===== src/include/decode_issue_cfg.svh =====
//------------------------------------------------------------
// Configuration macros for the decode and issue stage
// Sequence number width, register count, execute pipe count
//------------------------------------------------------------

`ifndef DECODE_ISSUE_CFG_SVH
`define DECODE_ISSUE_CFG_SVH

// Bounds the number of writes in flight
`define DI_SEQ_NUM_BITS 5

// Architectural registers x0 to x31
`define DI_NUM_REGS 32

// ALU, MUL and MEM
`define DI_NUM_PIPES 3

`endif


===== src/hdl/rv_uarch_pkg.sv =====
//------------------------------------------------------------
// Micro-architecture types for the decode and issue stage
// Uop and pipe enums, instruction format union, decode bundle
//------------------------------------------------------------

`default_nettype none

`include "decode_issue_cfg.svh"

package rv_uarch_pkg;

  typedef logic [`DI_SEQ_NUM_BITS-1:0]    seq_num_t;
  typedef logic [$clog2(`DI_NUM_REGS)-1:0] reg_idx_t;

  // TinyRV1 operations
  typedef enum logic [2:0] {
    OP_ADD,
    OP_ADDI,
    OP_MUL,
    OP_LW,
    OP_SW,
    OP_JAL,
    OP_JALR,
    OP_BNE
  } rv_uop;

  // Value doubles as the pipe index
  typedef enum logic [1:0] {
    PIPE_ALU = 2'd0,
    PIPE_MUL = 2'd1,
    PIPE_MEM = 2'd2
  } pipe_class_e;

  //----------------------------------------------------------
  // Instruction formats
  //----------------------------------------------------------

  typedef struct packed {
    logic [6:0] funct7;
    reg_idx_t   rs2;
    reg_idx_t   rs1;
    logic [2:0] funct3;
    reg_idx_t   rd;
    logic [6:0] opcode;
  } r_fmt_t;

  typedef struct packed {
    logic [11:0] imm_11_0;
    reg_idx_t    rs1;
    logic [2:0]  funct3;
    reg_idx_t    rd;
    logic [6:0]  opcode;
  } i_fmt_t;

  typedef struct packed {
    logic [6:0] imm_11_5;
    reg_idx_t   rs2;
    reg_idx_t   rs1;
    logic [2:0] funct3;
    logic [4:0] imm_4_0;
    logic [6:0] opcode;
  } s_fmt_t;

  typedef struct packed {
    logic       imm_12;
    logic [5:0] imm_10_5;
    reg_idx_t   rs2;
    reg_idx_t   rs1;
    logic [2:0] funct3;
    logic [3:0] imm_4_1;
    logic       imm_11;
    logic [6:0] opcode;
  } b_fmt_t;

  typedef struct packed {
    logic       imm_20;
    logic [9:0] imm_10_1;
    logic       imm_11;
    logic [7:0] imm_19_12;
    reg_idx_t   rd;
    logic [6:0] opcode;
  } j_fmt_t;

  // One word, five views
  typedef union packed {
    r_fmt_t r_fmt;
    i_fmt_t i_fmt;
    s_fmt_t s_fmt;
    b_fmt_t b_fmt;
    j_fmt_t j_fmt;
  } rv_inst_u;

  // Decoded instruction handed from decoder to router
  typedef struct packed {
    logic [31:0] pc;
    rv_uop       uop;
    pipe_class_e pipe;
    reg_idx_t    rs1;
    reg_idx_t    rs2;
    logic        uses_rs1;
    logic        uses_rs2;
    reg_idx_t    waddr;
    logic [31:0] imm;
    logic        op2_is_imm;
  } dec_bundle_t;

endpackage

`default_nettype wire


===== src/hdl/decode_issue_ifs.sv =====
//------------------------------------------------------------
// Internal interfaces of the decode and issue stage
// dec_issue_if joins decoder, router and scoreboard
// complete_if carries completion writes to the scoreboard
//------------------------------------------------------------

`timescale 1ns/100ps
`default_nettype none

interface dec_issue_if (
  input logic clk
);
  import rv_uarch_pkg::*;

  dec_bundle_t bundle;
  logic        valid;
  logic        accept;

  // Operand read side
  logic [31:0] rs1_data;
  logic [31:0] rs2_data;
  logic        rs1_busy;
  logic        rs2_busy;

  // Destination claim on accept
  logic        claim;
  reg_idx_t    claim_waddr;
  seq_num_t    claim_seq;

  modport decoder (
    input  clk, accept,
    output bundle, valid
  );

  modport router (
    input  bundle, valid, rs1_data, rs2_data, rs1_busy, rs2_busy,
    output accept, claim, claim_waddr, claim_seq
  );

  modport scoreboard (
    input  bundle, claim, claim_waddr, claim_seq,
    output rs1_data, rs2_data, rs1_busy, rs2_busy
  );

endinterface

interface complete_if;
  import rv_uarch_pkg::*;

  logic        val;
  seq_num_t    seq_num;
  reg_idx_t    waddr;
  logic [31:0] wdata;
  logic        wen;

  modport sink (
    input val, seq_num, waddr, wdata, wen
  );

endinterface

`default_nettype wire


===== src/hdl/instr_decoder.sv =====
//------------------------------------------------------------
// Combinational TinyRV1 decoder
// Uop, register fields, immediate and pipe class per word
//------------------------------------------------------------

`timescale 1ns/100ps
`default_nettype none

module instr_decoder (
  input  rv_uarch_pkg::rv_inst_u inst,
  input  logic [31:0]            pc,
  input  logic                   f_val,
  dec_issue_if.decoder           dec
);
  import rv_uarch_pkg::*;

  localparam logic [6:0] OPC_OP     = 7'b0110011;
  localparam logic [6:0] OPC_OP_IMM = 7'b0010011;
  localparam logic [6:0] OPC_LOAD   = 7'b0000011;
  localparam logic [6:0] OPC_STORE  = 7'b0100011;
  localparam logic [6:0] OPC_BRANCH = 7'b1100011;
  localparam logic [6:0] OPC_JAL    = 7'b1101111;
  localparam logic [6:0] OPC_JALR   = 7'b1100111;

  dec_bundle_t b;
  logic        legal;
  logic [31:0] imm_i;
  logic [31:0] imm_s;
  logic [31:0] imm_b;
  logic [31:0] imm_j;

  // Sign-extended immediates, one per format view
  assign imm_i = {{20{inst.i_fmt.imm_11_0[11]}}, inst.i_fmt.imm_11_0};
  assign imm_s = {{20{inst.s_fmt.imm_11_5[6]}}, inst.s_fmt.imm_11_5, inst.s_fmt.imm_4_0};
  assign imm_b = {{19{inst.b_fmt.imm_12}}, inst.b_fmt.imm_12, inst.b_fmt.imm_11,
                  inst.b_fmt.imm_10_5, inst.b_fmt.imm_4_1, 1'b0};
  assign imm_j = {{11{inst.j_fmt.imm_20}}, inst.j_fmt.imm_20, inst.j_fmt.imm_19_12,
                  inst.j_fmt.imm_11, inst.j_fmt.imm_10_1, 1'b0};

  always_comb begin
    b            = '0;
    b.pc         = pc;
    b.uop        = OP_ADD;
    b.pipe       = PIPE_ALU;
    b.rs1        = inst.r_fmt.rs1;
    b.rs2        = inst.r_fmt.rs2;
    legal        = 1'b0;

    case (inst.r_fmt.opcode)
      OPC_OP: begin
        b.uses_rs1 = 1'b1;
        b.uses_rs2 = 1'b1;
        b.waddr    = inst.r_fmt.rd;
        if (inst.r_fmt.funct7 == 7'b0000001) begin
          b.uop  = OP_MUL;
          b.pipe = PIPE_MUL;
        end
        legal = (inst.r_fmt.funct3 == 3'b000) &&
                (inst.r_fmt.funct7 == 7'b0000000 || inst.r_fmt.funct7 == 7'b0000001);
      end
      OPC_OP_IMM, OPC_LOAD, OPC_JALR: begin
        // Register plus immediate forms
        b.uses_rs1   = 1'b1;
        b.waddr      = inst.i_fmt.rd;
        b.imm        = imm_i;
        b.op2_is_imm = 1'b1;
        if (inst.i_fmt.opcode == OPC_LOAD) begin
          b.uop  = OP_LW;
          b.pipe = PIPE_MEM;
          legal  = (inst.i_fmt.funct3 == 3'b010);
        end else begin
          b.uop = (inst.i_fmt.opcode == OPC_JALR) ? OP_JALR : OP_ADDI;
          legal = (inst.i_fmt.funct3 == 3'b000);
        end
      end
      OPC_STORE: begin
        b.uop      = OP_SW;
        b.pipe     = PIPE_MEM;
        b.uses_rs1 = 1'b1;
        b.uses_rs2 = 1'b1;
        b.imm      = imm_s;
        legal      = (inst.s_fmt.funct3 == 3'b010);
      end
      OPC_BRANCH: begin
        b.uop      = OP_BNE;
        b.uses_rs1 = 1'b1;
        b.uses_rs2 = 1'b1;
        b.imm      = imm_b;
        legal      = (inst.b_fmt.funct3 == 3'b001);
      end
      OPC_JAL: begin
        // op1 falls back to pc when rs1 is unused
        b.uop   = OP_JAL;
        b.waddr = inst.j_fmt.rd;
        b.imm   = imm_j;
        legal   = 1'b1;
      end
      default: begin
        legal = 1'b0;
      end
    endcase
  end

  assign dec.bundle = b;
  assign dec.valid  = f_val;

  // Anything the router takes must be a TinyRV1 word
  a_legal_on_accept: assert property (@(posedge dec.clk) dec.accept |-> legal)
    else $error("instr_decoder: unknown instruction %h at pc %h", inst, pc);

endmodule

`default_nettype wire


===== src/hdl/reg_scoreboard.sv =====
//------------------------------------------------------------
// Register file with scoreboard
// Pending bits, owner sequence numbers, completion forwarding
//------------------------------------------------------------

`timescale 1ns/100ps
`default_nettype none

`include "decode_issue_cfg.svh"

module reg_scoreboard (
  input  logic            clk,
  input  logic            rst,
  dec_issue_if.scoreboard dec,
  complete_if.sink        comp
);
  import rv_uarch_pkg::*;

  logic [31:0]             regs  [`DI_NUM_REGS];
  seq_num_t                owner [`DI_NUM_REGS];
  logic [`DI_NUM_REGS-1:0] pending;

  logic comp_hit;
  logic rs1_fwd;
  logic rs2_fwd;

  // Only the last writer of a register may retire it
  assign comp_hit = comp.val && comp.wen && (comp.waddr != '0) &&
                    pending[comp.waddr] && (owner[comp.waddr] == comp.seq_num);

  //----------------------------------------------------------
  // Operand read with forwarding
  //----------------------------------------------------------

  assign rs1_fwd = comp_hit && (comp.waddr == dec.bundle.rs1);
  assign rs2_fwd = comp_hit && (comp.waddr == dec.bundle.rs2);

  // x0 is never written or claimed, so it reads 0 and is never busy
  assign dec.rs1_data = rs1_fwd ? comp.wdata : regs[dec.bundle.rs1];
  assign dec.rs2_data = rs2_fwd ? comp.wdata : regs[dec.bundle.rs2];
  assign dec.rs1_busy = pending[dec.bundle.rs1] && !rs1_fwd;
  assign dec.rs2_busy = pending[dec.bundle.rs2] && !rs2_fwd;

  //----------------------------------------------------------
  // Completion write and destination claim
  //----------------------------------------------------------

  always_ff @(posedge clk) begin
    if (rst) begin
      pending <= '0;
      for (int i = 0; i < `DI_NUM_REGS; i++) begin
        regs[i]  <= '0;
        owner[i] <= '0;
      end
    end else begin
      if (comp_hit) begin
        regs[comp.waddr]    <= comp.wdata;
        pending[comp.waddr] <= 1'b0;
      end
      // A claim in the same cycle overrides the clear
      if (dec.claim) begin
        pending[dec.claim_waddr] <= 1'b1;
        owner[dec.claim_waddr]   <= dec.claim_seq;
      end
    end
  end

  // A write-enabled completion always names a real register
  a_comp_waddr_nonzero: assert property (
    @(posedge clk) disable iff (rst)
    (comp.val && comp.wen) |-> (comp.waddr != '0)
  ) else $error("reg_scoreboard: completion write aimed at x0");

endmodule

`default_nettype wire


===== src/hdl/issue_router.sv =====
//------------------------------------------------------------
// Issue router
// Hazard check, sequence numbers, one issue register per pipe
//------------------------------------------------------------

`timescale 1ns/100ps
`default_nettype none

`include "decode_issue_cfg.svh"

module issue_router (
  input  logic                                           clk,
  input  logic                                           rst,
  dec_issue_if.router                                    dec,
  output logic                                           f_rdy,
  input  logic [`DI_NUM_PIPES-1:0]                       x_rdy,
  output logic [`DI_NUM_PIPES-1:0]                       x_val,
  output logic [`DI_NUM_PIPES-1:0][31:0]                 x_pc,
  output logic [`DI_NUM_PIPES-1:0][31:0]                 x_op1,
  output logic [`DI_NUM_PIPES-1:0][31:0]                 x_op2,
  output logic [`DI_NUM_PIPES-1:0][31:0]                 x_imm,
  output logic [`DI_NUM_PIPES-1:0][4:0]                  x_waddr,
  output rv_uarch_pkg::rv_uop [`DI_NUM_PIPES-1:0]        x_uop,
  output logic [`DI_NUM_PIPES-1:0][`DI_SEQ_NUM_BITS-1:0] x_seq_num
);
  import rv_uarch_pkg::*;

  seq_num_t                 next_seq;
  logic                     out_of_rst;
  logic                     hazard;
  logic [`DI_NUM_PIPES-1:0] pipe_free;
  logic [`DI_NUM_PIPES-1:0] load;
  logic [31:0]              op1;
  logic [31:0]              op2;

  assign hazard = (dec.bundle.uses_rs1 && dec.rs1_busy) ||
                  (dec.bundle.uses_rs2 && dec.rs2_busy);

  // Empty, or handing its item to the pipe this cycle
  assign pipe_free = ~x_val | x_rdy;

  assign f_rdy      = out_of_rst && !hazard && pipe_free[dec.bundle.pipe];
  assign dec.accept = dec.valid && f_rdy;

  always_comb begin
    for (int p = 0; p < `DI_NUM_PIPES; p++) begin
      load[p] = dec.accept && (dec.bundle.pipe == p);
    end
  end

  assign dec.claim       = dec.accept && (dec.bundle.waddr != '0);
  assign dec.claim_waddr = dec.bundle.waddr;
  assign dec.claim_seq   = next_seq;

  // Operand select, jal takes pc and zero
  assign op1 = dec.bundle.uses_rs1 ? dec.rs1_data : dec.bundle.pc;
  assign op2 = dec.bundle.op2_is_imm ? dec.bundle.imm :
               (dec.bundle.uses_rs2 ? dec.rs2_data : '0);

  //----------------------------------------------------------
  // Control state
  //----------------------------------------------------------

  always_ff @(posedge clk) begin
    if (rst) begin
      out_of_rst <= 1'b0;
      next_seq   <= '0;
      x_val      <= '0;
    end else begin
      out_of_rst <= 1'b1;
      if (dec.accept) begin
        next_seq <= next_seq + 1'b1;
      end
      for (int p = 0; p < `DI_NUM_PIPES; p++) begin
        if (load[p]) begin
          x_val[p] <= 1'b1;
        end else if (x_rdy[p]) begin
          x_val[p] <= 1'b0;
        end
      end
    end
  end

  // Issue register payload
  always_ff @(posedge clk) begin
    for (int p = 0; p < `DI_NUM_PIPES; p++) begin
      if (load[p]) begin
        x_pc[p]      <= dec.bundle.pc;
        x_op1[p]     <= op1;
        x_op2[p]     <= op2;
        x_imm[p]     <= dec.bundle.imm;
        x_waddr[p]   <= dec.bundle.waddr;
        x_uop[p]     <= dec.bundle.uop;
        x_seq_num[p] <= next_seq;
      end
    end
  end

  //----------------------------------------------------------
  // Checks
  //----------------------------------------------------------

  for (genvar gp = 0; gp < `DI_NUM_PIPES; gp++) begin : g_hold
    a_hold_stalled: assert property (
      @(posedge clk) disable iff (rst)
      (x_val[gp] && !x_rdy[gp]) |=>
        (x_val[gp] && $stable({x_pc[gp], x_op1[gp], x_op2[gp], x_imm[gp],
                               x_waddr[gp], x_uop[gp], x_seq_num[gp]}))
    ) else $error("issue_router: pipe %0d changed while stalled", gp);
  end

  // New items appear on one pipe at a time, one cycle after an accept
  a_single_load: assert property (
    @(posedge clk) disable iff (rst)
    (|(x_val & ~$past(x_val))) |-> ($onehot0(x_val & ~$past(x_val)) && $past(dec.accept))
  ) else $error("issue_router: more than one pipe loaded");

endmodule

`default_nettype wire


===== src/hdl/decode_issue_unit.sv =====
//------------------------------------------------------------
// Decode and issue stage top level
// Decoder, scoreboard and router behind plain ports
//------------------------------------------------------------

`timescale 1ns/100ps
`default_nettype none

`include "decode_issue_cfg.svh"

module decode_issue_unit (
  input  logic                                           clk,
  input  logic                                           rst,

  // Fetch stream
  input  logic                                           f_val,
  output logic                                           f_rdy,
  input  logic [31:0]                                    f_pc,
  input  logic [31:0]                                    f_inst,

  // Execute pipes, index is the pipe class
  output logic [`DI_NUM_PIPES-1:0]                       x_val,
  input  logic [`DI_NUM_PIPES-1:0]                       x_rdy,
  output logic [`DI_NUM_PIPES-1:0][31:0]                 x_pc,
  output logic [`DI_NUM_PIPES-1:0][31:0]                 x_op1,
  output logic [`DI_NUM_PIPES-1:0][31:0]                 x_op2,
  output logic [`DI_NUM_PIPES-1:0][31:0]                 x_imm,
  output logic [`DI_NUM_PIPES-1:0][4:0]                  x_waddr,
  output rv_uarch_pkg::rv_uop [`DI_NUM_PIPES-1:0]        x_uop,
  output logic [`DI_NUM_PIPES-1:0][`DI_SEQ_NUM_BITS-1:0] x_seq_num,

  // Completion publish
  input  logic                                           c_val,
  input  logic [`DI_SEQ_NUM_BITS-1:0]                    c_seq_num,
  input  logic [4:0]                                     c_waddr,
  input  logic [31:0]                                    c_wdata,
  input  logic                                           c_wen
);

  dec_issue_if dec_if (.clk(clk));
  complete_if  comp_if ();

  assign comp_if.val     = c_val;
  assign comp_if.seq_num = c_seq_num;
  assign comp_if.waddr   = c_waddr;
  assign comp_if.wdata   = c_wdata;
  assign comp_if.wen     = c_wen;

  instr_decoder decoder_inst (
    .inst  (f_inst),
    .pc    (f_pc),
    .f_val (f_val),
    .dec   (dec_if.decoder)
  );

  reg_scoreboard scoreboard_inst (
    .clk  (clk),
    .rst  (rst),
    .dec  (dec_if.scoreboard),
    .comp (comp_if.sink)
  );

  issue_router router_inst (
    .clk       (clk),
    .rst       (rst),
    .dec       (dec_if.router),
    .f_rdy     (f_rdy),
    .x_rdy     (x_rdy),
    .x_val     (x_val),
    .x_pc      (x_pc),
    .x_op1     (x_op1),
    .x_op2     (x_op2),
    .x_imm     (x_imm),
    .x_waddr   (x_waddr),
    .x_uop     (x_uop),
    .x_seq_num (x_seq_num)
  );

endmodule

`default_nettype wire


===== config.mk =====
export PLATFORM = sky130hd
export DESIGN_NAME = decode_issue_unit
export DESIGN_NICKNAME = d
export VERILOG_FILES = /design/src/hdl/rv_uarch_pkg.sv /design/src/hdl/decode_issue_ifs.sv /design/src/hdl/instr_decoder.sv /design/src/hdl/reg_scoreboard.sv /design/src/hdl/issue_router.sv /design/src/hdl/decode_issue_unit.sv
export VERILOG_INCLUDE_DIRS = /design/src /design/src/include
export SDC_FILE = /design/constraint.sdc
export NUM_CORES = 2
export LEC_CHECK = 0
export BUFFER_PORTS_ARGS = -buffer_cell sky130_fd_sc_hd__buf_2
export CAP_MARGIN = 20
export CORE_MARGIN = 1.5
export CORE_UTILIZATION = 40
export DETAILED_ROUTE_END_ITERATION = 10
export SLEW_MARGIN = 20
export SYNTH_ARGS = -nofsm -noshare
export SYNTH_HDL_FRONTEND = slang
export SYNTH_SLANG_ARGS = --single-unit

===== constraint.sdc =====
create_clock -name clk -period 28.3 [get_ports clk]
set_input_delay 8.49 -clock clk [delete_from_list [all_inputs] [get_ports clk]]
set_output_delay 8.49 -clock clk [all_outputs]
set_load 0.02 [all_outputs]

---- Yosys cells after proc, flatten, opt, wreduce, memory -nomap -nowiden ----
Memory sizes are Yosys's and may differ from the RTL's.
Index checks and enable logic that the tools add are counted.
storage, ports and cells
  register bits ........................... 464
  RAM bits ................................ 1184
  input bits .............................. 114
  output and inout port bits .............. 427
  word-level logic and storage cells ...... 142
  memories ................................ 2
memories
  name                   depth  bits a word  rd ports  clocked after memory_dff  write ports  RTL line              source
  scoreboard_inst.regs   32     32           2         0                         32           reg_scoreboard.sv:19  logic [31:0] regs [`DI_NUM_REGS];
  scoreboard_inst.owner  32     5            1         0                         32           reg_scoreboard.sv:20  seq_num_t owner [`DI_NUM_REGS];
operators by class
  add/sub/neg operators ................... 1
  magnitude comparators ................... 7
  equal/unequal tests ..................... 13
  mux-type cells .......................... 52
  bitwise operators ....................... 5
  reductions and logical operators ........ 35
operator list
  kind                                                                                  number
  32-bit two-way mux                                                                    9
  32-bit case mux with 4 select lines                                                   1
  32-bit bitwise AND                                                                    1
  32-bit inverter                                                                       1
  32-bit bitwise OR                                                                     1
  32-bit OR reduction                                                                   1
  1-bit two-way mux                                                                     26
  5-bit by 6-bit < comparator with 1-bit output (second input constant)                 4
  7-bit == test (second input constant)                                                 3
  5-bit two-way mux                                                                     4
  1-bit logical AND                                                                     19
  1-bit binary-select mux with 5-bit select                                             3
  5-bit == test                                                                         3
  3-bit case mux with 5 select lines                                                    1
  7-bit by 6-bit == test with 1-bit output (second input constant)                      2
  1-bit demux with 5-bit select                                                         2
  5-bit by 1-bit greater-or-equal comparator with 1-bit output (second input constant)  2
  5-bit nonzero test                                                                    2
  5-bit OR reduction                                                                    2
  7-bit by 1-bit == test with 1-bit output (second input constant)                      1
  7-bit by 2-bit == test with 1-bit output (second input constant)                      1
  7-bit by 5-bit == test with 1-bit output (second input constant)                      1
  3-bit two-way mux                                                                     2
  2-bit case mux with 3 select lines                                                    1
  other kinds (15)                                                                      20

---- Depth between registers and ports, before layout ----
  word-level depth ........................ 19
  depth in mapped cells ................... 14

---- Cells and area by module ----
From an unflattened synthesis, not the netlist that was laid out.
second synthesis, totals
  cells, all modules ...................... 4957
  area total of the unflattened synthesis .. 80036.8 um^2
modules (own cells, without submodules)
  module          instances  cells an instance  area an instance (um^2)  sequential area each (um^2)
  reg_scoreboard  1          4270               65177.5                  36194.7
  issue_router    1          567                13970.9                  12882.4
  instr_decoder   1          120                888.4                    0.0

---- Worst setup path after synthesis ----
Ideal clock, no wire load.
  path kind ............................... input-to-reg
  from .................................... input f_inst[15]
  to ...................................... register router_inst.x_imm[64] (netlist name) (enable)
  arrival ................................. 19.627 ns
  data required time ...................... 27.522 ns
  path slack .............................. 7.895 ns
  stages .................................. 11
  cell sequence ........................... buf_2 -> buf_2 -> mux4_2 -> mux4_2 -> mux2i_1 -> nor3_1 -> nor4b_1 -> and2_1 -> buf_2 -> nand2_1 -> nor3_1
between the ends
  cells in the longest elaborated chain, start to end .. 11
  elaborated cells on any way between the ends .. 13
  classes of those cells .................. eq/ne: 1; mux: 2; reduce/logical: 10
RTL lines
  item                                                                               RTL line                 source
  start: declaration                                                                 decode_issue_unit.sv:19  input logic [31:0] f_inst,
  branches (longest 3 deep; another with 1-bit binary-select mux with 5-bit select)  --
  1-bit logical AND *                                                                reg_scoreboard.sv:41     assign dec.rs1_busy = pending[dec.bundle.rs1] && !rs1_fwd;
  1-bit logical AND *                                                                issue_router.sv:36       assign hazard = (dec.bundle.uses_rs1 && dec.rs1_busy) ||
  1-bit logical OR *                                                                 issue_router.sv:36
  1-bit zero test *                                                                  issue_router.sv:42       assign f_rdy = out_of_rst && !hazard && pipe_free[dec.bundle.pipe];
  1-bit logical AND * (2 in a row)                                                   issue_router.sv:42
  1-bit logical AND *                                                                issue_router.sv:43       assign dec.accept = dec.valid && f_rdy;
  1-bit logical AND *                                                                issue_router.sv:47       load[p] = dec.accept && (dec.bundle.pipe == p);
  net router_inst.load[2]                                                            issue_router.sv:32       logic [`DI_NUM_PIPES-1:0] load;
  end signal: indexed assignment                                                     issue_router.sv:91       x_imm[p] <= dec.bundle.imm;
  end: declaration                                                                   issue_router.sv:21       output logic [`DI_NUM_PIPES-1:0][31:0] x_imm,
Mark *: on every way through the listed nets, which the timed path passes. The select of a mux whose other input is x is not followed.
A chain may end at the register's enable or synchronous reset.

---- Final worst setup path ----
  from .................................... input f_inst[15]
  to ...................................... output f_rdy
between the ends
  cells in the longest elaborated chain, start to end .. 9
  elaborated cells on any way between the ends .. 11
  classes of those cells .................. eq/ne: 1; mux: 2; reduce/logical: 8
RTL lines
  item                                                                               RTL line                 source
  branches (longest 3 deep; another with 1-bit binary-select mux with 5-bit select)  --
  1-bit logical AND *                                                                reg_scoreboard.sv:41
  1-bit logical AND *                                                                issue_router.sv:36
  1-bit logical OR *                                                                 issue_router.sv:36
  1-bit zero test *                                                                  issue_router.sv:42
  1-bit logical AND * (2 in a row)                                                   issue_router.sv:42
  end: declaration                                                                   decode_issue_unit.sv:17  output logic f_rdy,
Mark *: on every way between the ends. The select of a mux whose other input is x is not followed.

==> results by group <==
Status
  • Status: completed

Clock tree
  • Clock transition at the registers of the reported paths: 0.06 ns
  • Setup repair bufs after CTS: 0
  • Clk sink count: 1615
  • Worst-Skew Late Latency: 0.84 ns
  • Post-CTS Resized: 0
  • Post-CTS Hold Fix Bufs: 0
  • CTS root buffer: clkbuf_16
  • Clock Tree Buf Depth: 3
  • Htree depth: 4
  • Num CTS Buffers: 167
  • CTS tree: built

Yosys
  • Post-synthesis cell type count: 68
  • Top-count cell post-synth: edfxtp_1
  • Commonest cells post-synth: edfxtp_1, and2_1, mux4_2, clkbuf_1, nand2_1
  • Main area contributors after synthesis: edfxtp_1, mux4_2, and2_1
  • Yosys top cell by area: edfxtp_1
  • Yosys warns: 0
  • Predominant post-synthesis flop cell: edfxtp_1
  • Average cell area after synthesis: 16.3 µm²
  • FF+latch count, synth: 1615
  • Async SR Flop Fraction: 0
  • Syn Inst Count: 4771
  • Share of the synthesized area in the top cell type: 0.609
  • Post-synthesis sequential area ratio: 0.620
  • Post-synth EDFFs: 1574
  • Post-Syn Area: 77600 µm²

Detailed routing
  • ANT nets after route: 0
  • Drt wl/cell: 33.4 µm
  • Via-to-Cell Ratio: 6.00
  • DRC: 0
  • Iter 0 DRT Violations: 5842
  • Routed WL: 262 mm
  • TritonRoute pass-1 iters: 6
  • Via Count: 47000

Power and ir drop
  • Int Power: 4.08 mW
  • Maximum VDD drop: 0.0435 mV
  • PwrDens: 60.7 nW/µm²
  • Power share of the combinational group: 0.087
  • Leak: 31.1 nW
  • Clock Power Share: 0.405
  • Sw frac: 0.240
  • Flop pwr share: 0.508
  • NetSw: 1.29 mW

GRT
  • Global-route wire length before repair: 362 mm
  • GRT Util Overall: 0.262
  • Vias in the first global route: 46500
  • Maximum number of pins on one net before global-route repair: 136
  • Antenna violations before repair: 43
  • Congestion Overflow GR: 0

Setup path
  • Critical setup path kind: in -> out
  • Critical path startpoint category: primary input
  • CP Capture Type: primary output
  • Max FO, Critical Path: 71
  • RR Endpoint: router_inst.x_op2[18]
  • Crit path DAT: 12.73 ns
  • Crit path launch: f_inst[15]
  • Reg2Reg Depth: 10
  • CP required: 19.81 ns
  • CP endpoint: f_rdy
  • R2r startpoint: scoreboard_inst.owner[19][4]
  • Reg-to-reg slack, setup: 22.50 ns

STA
  • Period utilisation layout: 0.750
  • Hold Vio Cnt, Final: 0
  • Relative slew margins: 0.241
  • Max-slew violations: 0
  • Final TNS setup: 0 ns
  • RSZ-0062 raised after global routing: false
  • Fin Clk Skew: 0.0491 ns
  • Minimum clock period after layout: 21.22 ns
  • Slew @ Worst Pin: 1.14 ns
  • Final Setup Violations: 0
  • Fmax: 47.1 MHz

Final layout
  • Area of the multi-input gates: 28000 µm²
  • Syn-to-layout area delta: 14.0%
  • Register area: 48100 µm²
  • # fillers: 16500
  • Nets: 5275
  • Finished Layout Cells: 7827
  • Layout cells sized above 1: 0.321

Placement
  • DP Wirelength: 156 mm
  • GPL Wtd Cong: 0.900
  • Number of cells after detailed placement: 7517
  • Number of port buffers: 540

Floorplanning
  • Starting Density: 0.403
  • Core area: 193000 µm²
  • Die span in x: 443 µm
  • Die Span Y: 443 µm
  • Top-level port count: 541
  • Cell Rows: 161
  • Die area: 197000 µm²

Run
  • Max_cap viols: 0

Min path
  • Type of the most critical hold path: reg -> reg
-- power by group through the flow --
| stage | Clock (mW) | Combinational [mW] | Sequential, mW |
|---|---|---|---|
| floorplan | 0 | 0.279 | 2.78 |
| global placement | 0 | 0.461 | 2.77 |
| CTS | 2.20 | 0.465 | 2.72 |
| global route | 2.28 | 0.484 | 2.73 |
| finish | 2.17 | 0.467 | 2.73 |
| detailed placement | 0 | 0.465 | 2.77 |
-- worst min-delay path by stage --
stage,depth (start not counted),start,to,slack [ns]
after floorplan,0,router_inst.dec.claim_seq[4],router_inst.x_seq_num[14],0.44
after global placement,2,scoreboard_inst.pending[6],scoreboard_inst.pending[6],0.50
after detailed placement,2,scoreboard_inst.pending[8],scoreboard_inst.pending[8],0.51
after CTS,2,scoreboard_inst.pending[8],scoreboard_inst.pending[8],0.52
after global routing,1,scoreboard_inst.pending[0],scoreboard_inst.pending[0],0.54
final,2,scoreboard_inst.pending[8],scoreboard_inst.pending[8],0.53
-- metal layers --
layer / track usage / up-vias / part of all wire
met5: 0.00415 / - / 0.0012
met4: 0.103 / 35 / 0.041
met3: 0.0638 / 550 / 0.097
met2: 0.442 / 2755 / 0.50
met1: 0.324 / 24500 / 0.36
li1: - / 19100 / -
-- critical path, stage by stage --
cell and delay, ns:
buf_8 0.54, buf_4 0.82, mux4_2 0.59, mux4_2 0.48
mux2i_1 0.37, nor3_1 0.20, or4b_1 0.62, nor2_1 0.15
buf_2 0.23
-- state kept, by name, indices dropped and copies added (netlist names) --
signal                     cells
router_inst.x_waddr           15
router_inst.x_val              3
router_inst.dec.claim_seq      5
scoreboard_inst.pending       32
scoreboard_inst.regs        1024
scoreboard_inst.owner        160
router_inst.x_uop              9
router_inst.x_seq_num         15
router_inst.x_pc              96
router_inst.x_imm             63
router_inst.out_of_rst         1
router_inst.x_op2             96
router_inst.x_op1             96
-- logic make-up (layout without fill, tap and decap cells) --
kind of cell,count (synthesis),after routing,share of synthesized area
flops,1615,1615,0.620
simple gates,1556,1556,0.114
mux,839,839,0.219
buf+inv,513,1001,0.0279
compound gates,235,235,0.0180
xor+xnor,11,11,0.00124
fa+ha+maj,1,1,0.000161
other cells,1,43,0.0000483
-- cell usage in the layout, fill, tap and decap left out, types with 9 or more instances in the layout --
master,count
buf_2,529
o22ai_1,50
nand4_1,10
mux2i_1,121
inv_1,26
mux2_2,37
and2_1,1006
mux4_2,680
nand2_1,217
conb_1,37
o21ai_4,23
o21ai_0,97
dfxtp_1,41
nand3_1,18
nor2_1,174
edfxtp_1,1574
clkbuf_1,37
bufinv_16,11
nor3_2,13
clkinv_1,38
clkbuf_16,169
nor4_2,9
nor3_1,13
nor2b_1,12
clkinv_2,24
o21ai_1,12
buf_4,130
-- final cells by class --
class / count / share of cell area
Sequential cell: 1615 / 0.544
Multi-Input combinational cell: 2679 / 0.317
Clock buffer: 206 / 0.0494
Timing Repair Buffer: 667 / 0.0423
Tap cell: 2526 / 0.0357
Clock inverter: 98 / 0.0103
Inverter: 30 / 0.00136
Antenna cell: 6 / 0.000170
-- per-stage QoR --
stage	total power [mW]	hold slack, ns	worst slack [ns]	util	cell area, µm²
floorplan	3.06	0.441	7.89	-	77700
global placement	3.23	0.504	7.18	0.432	83100
detailed placement	3.24	0.507	7.13	0.432	83100
CTS	5.39	0.516	7.14	0.459	88400
global route	5.49	0.536	6.82	0.459	88400
finish	5.37	0.526	7.08	0.459	88400
No activity file was read; power rests on OpenSTA's default activity.
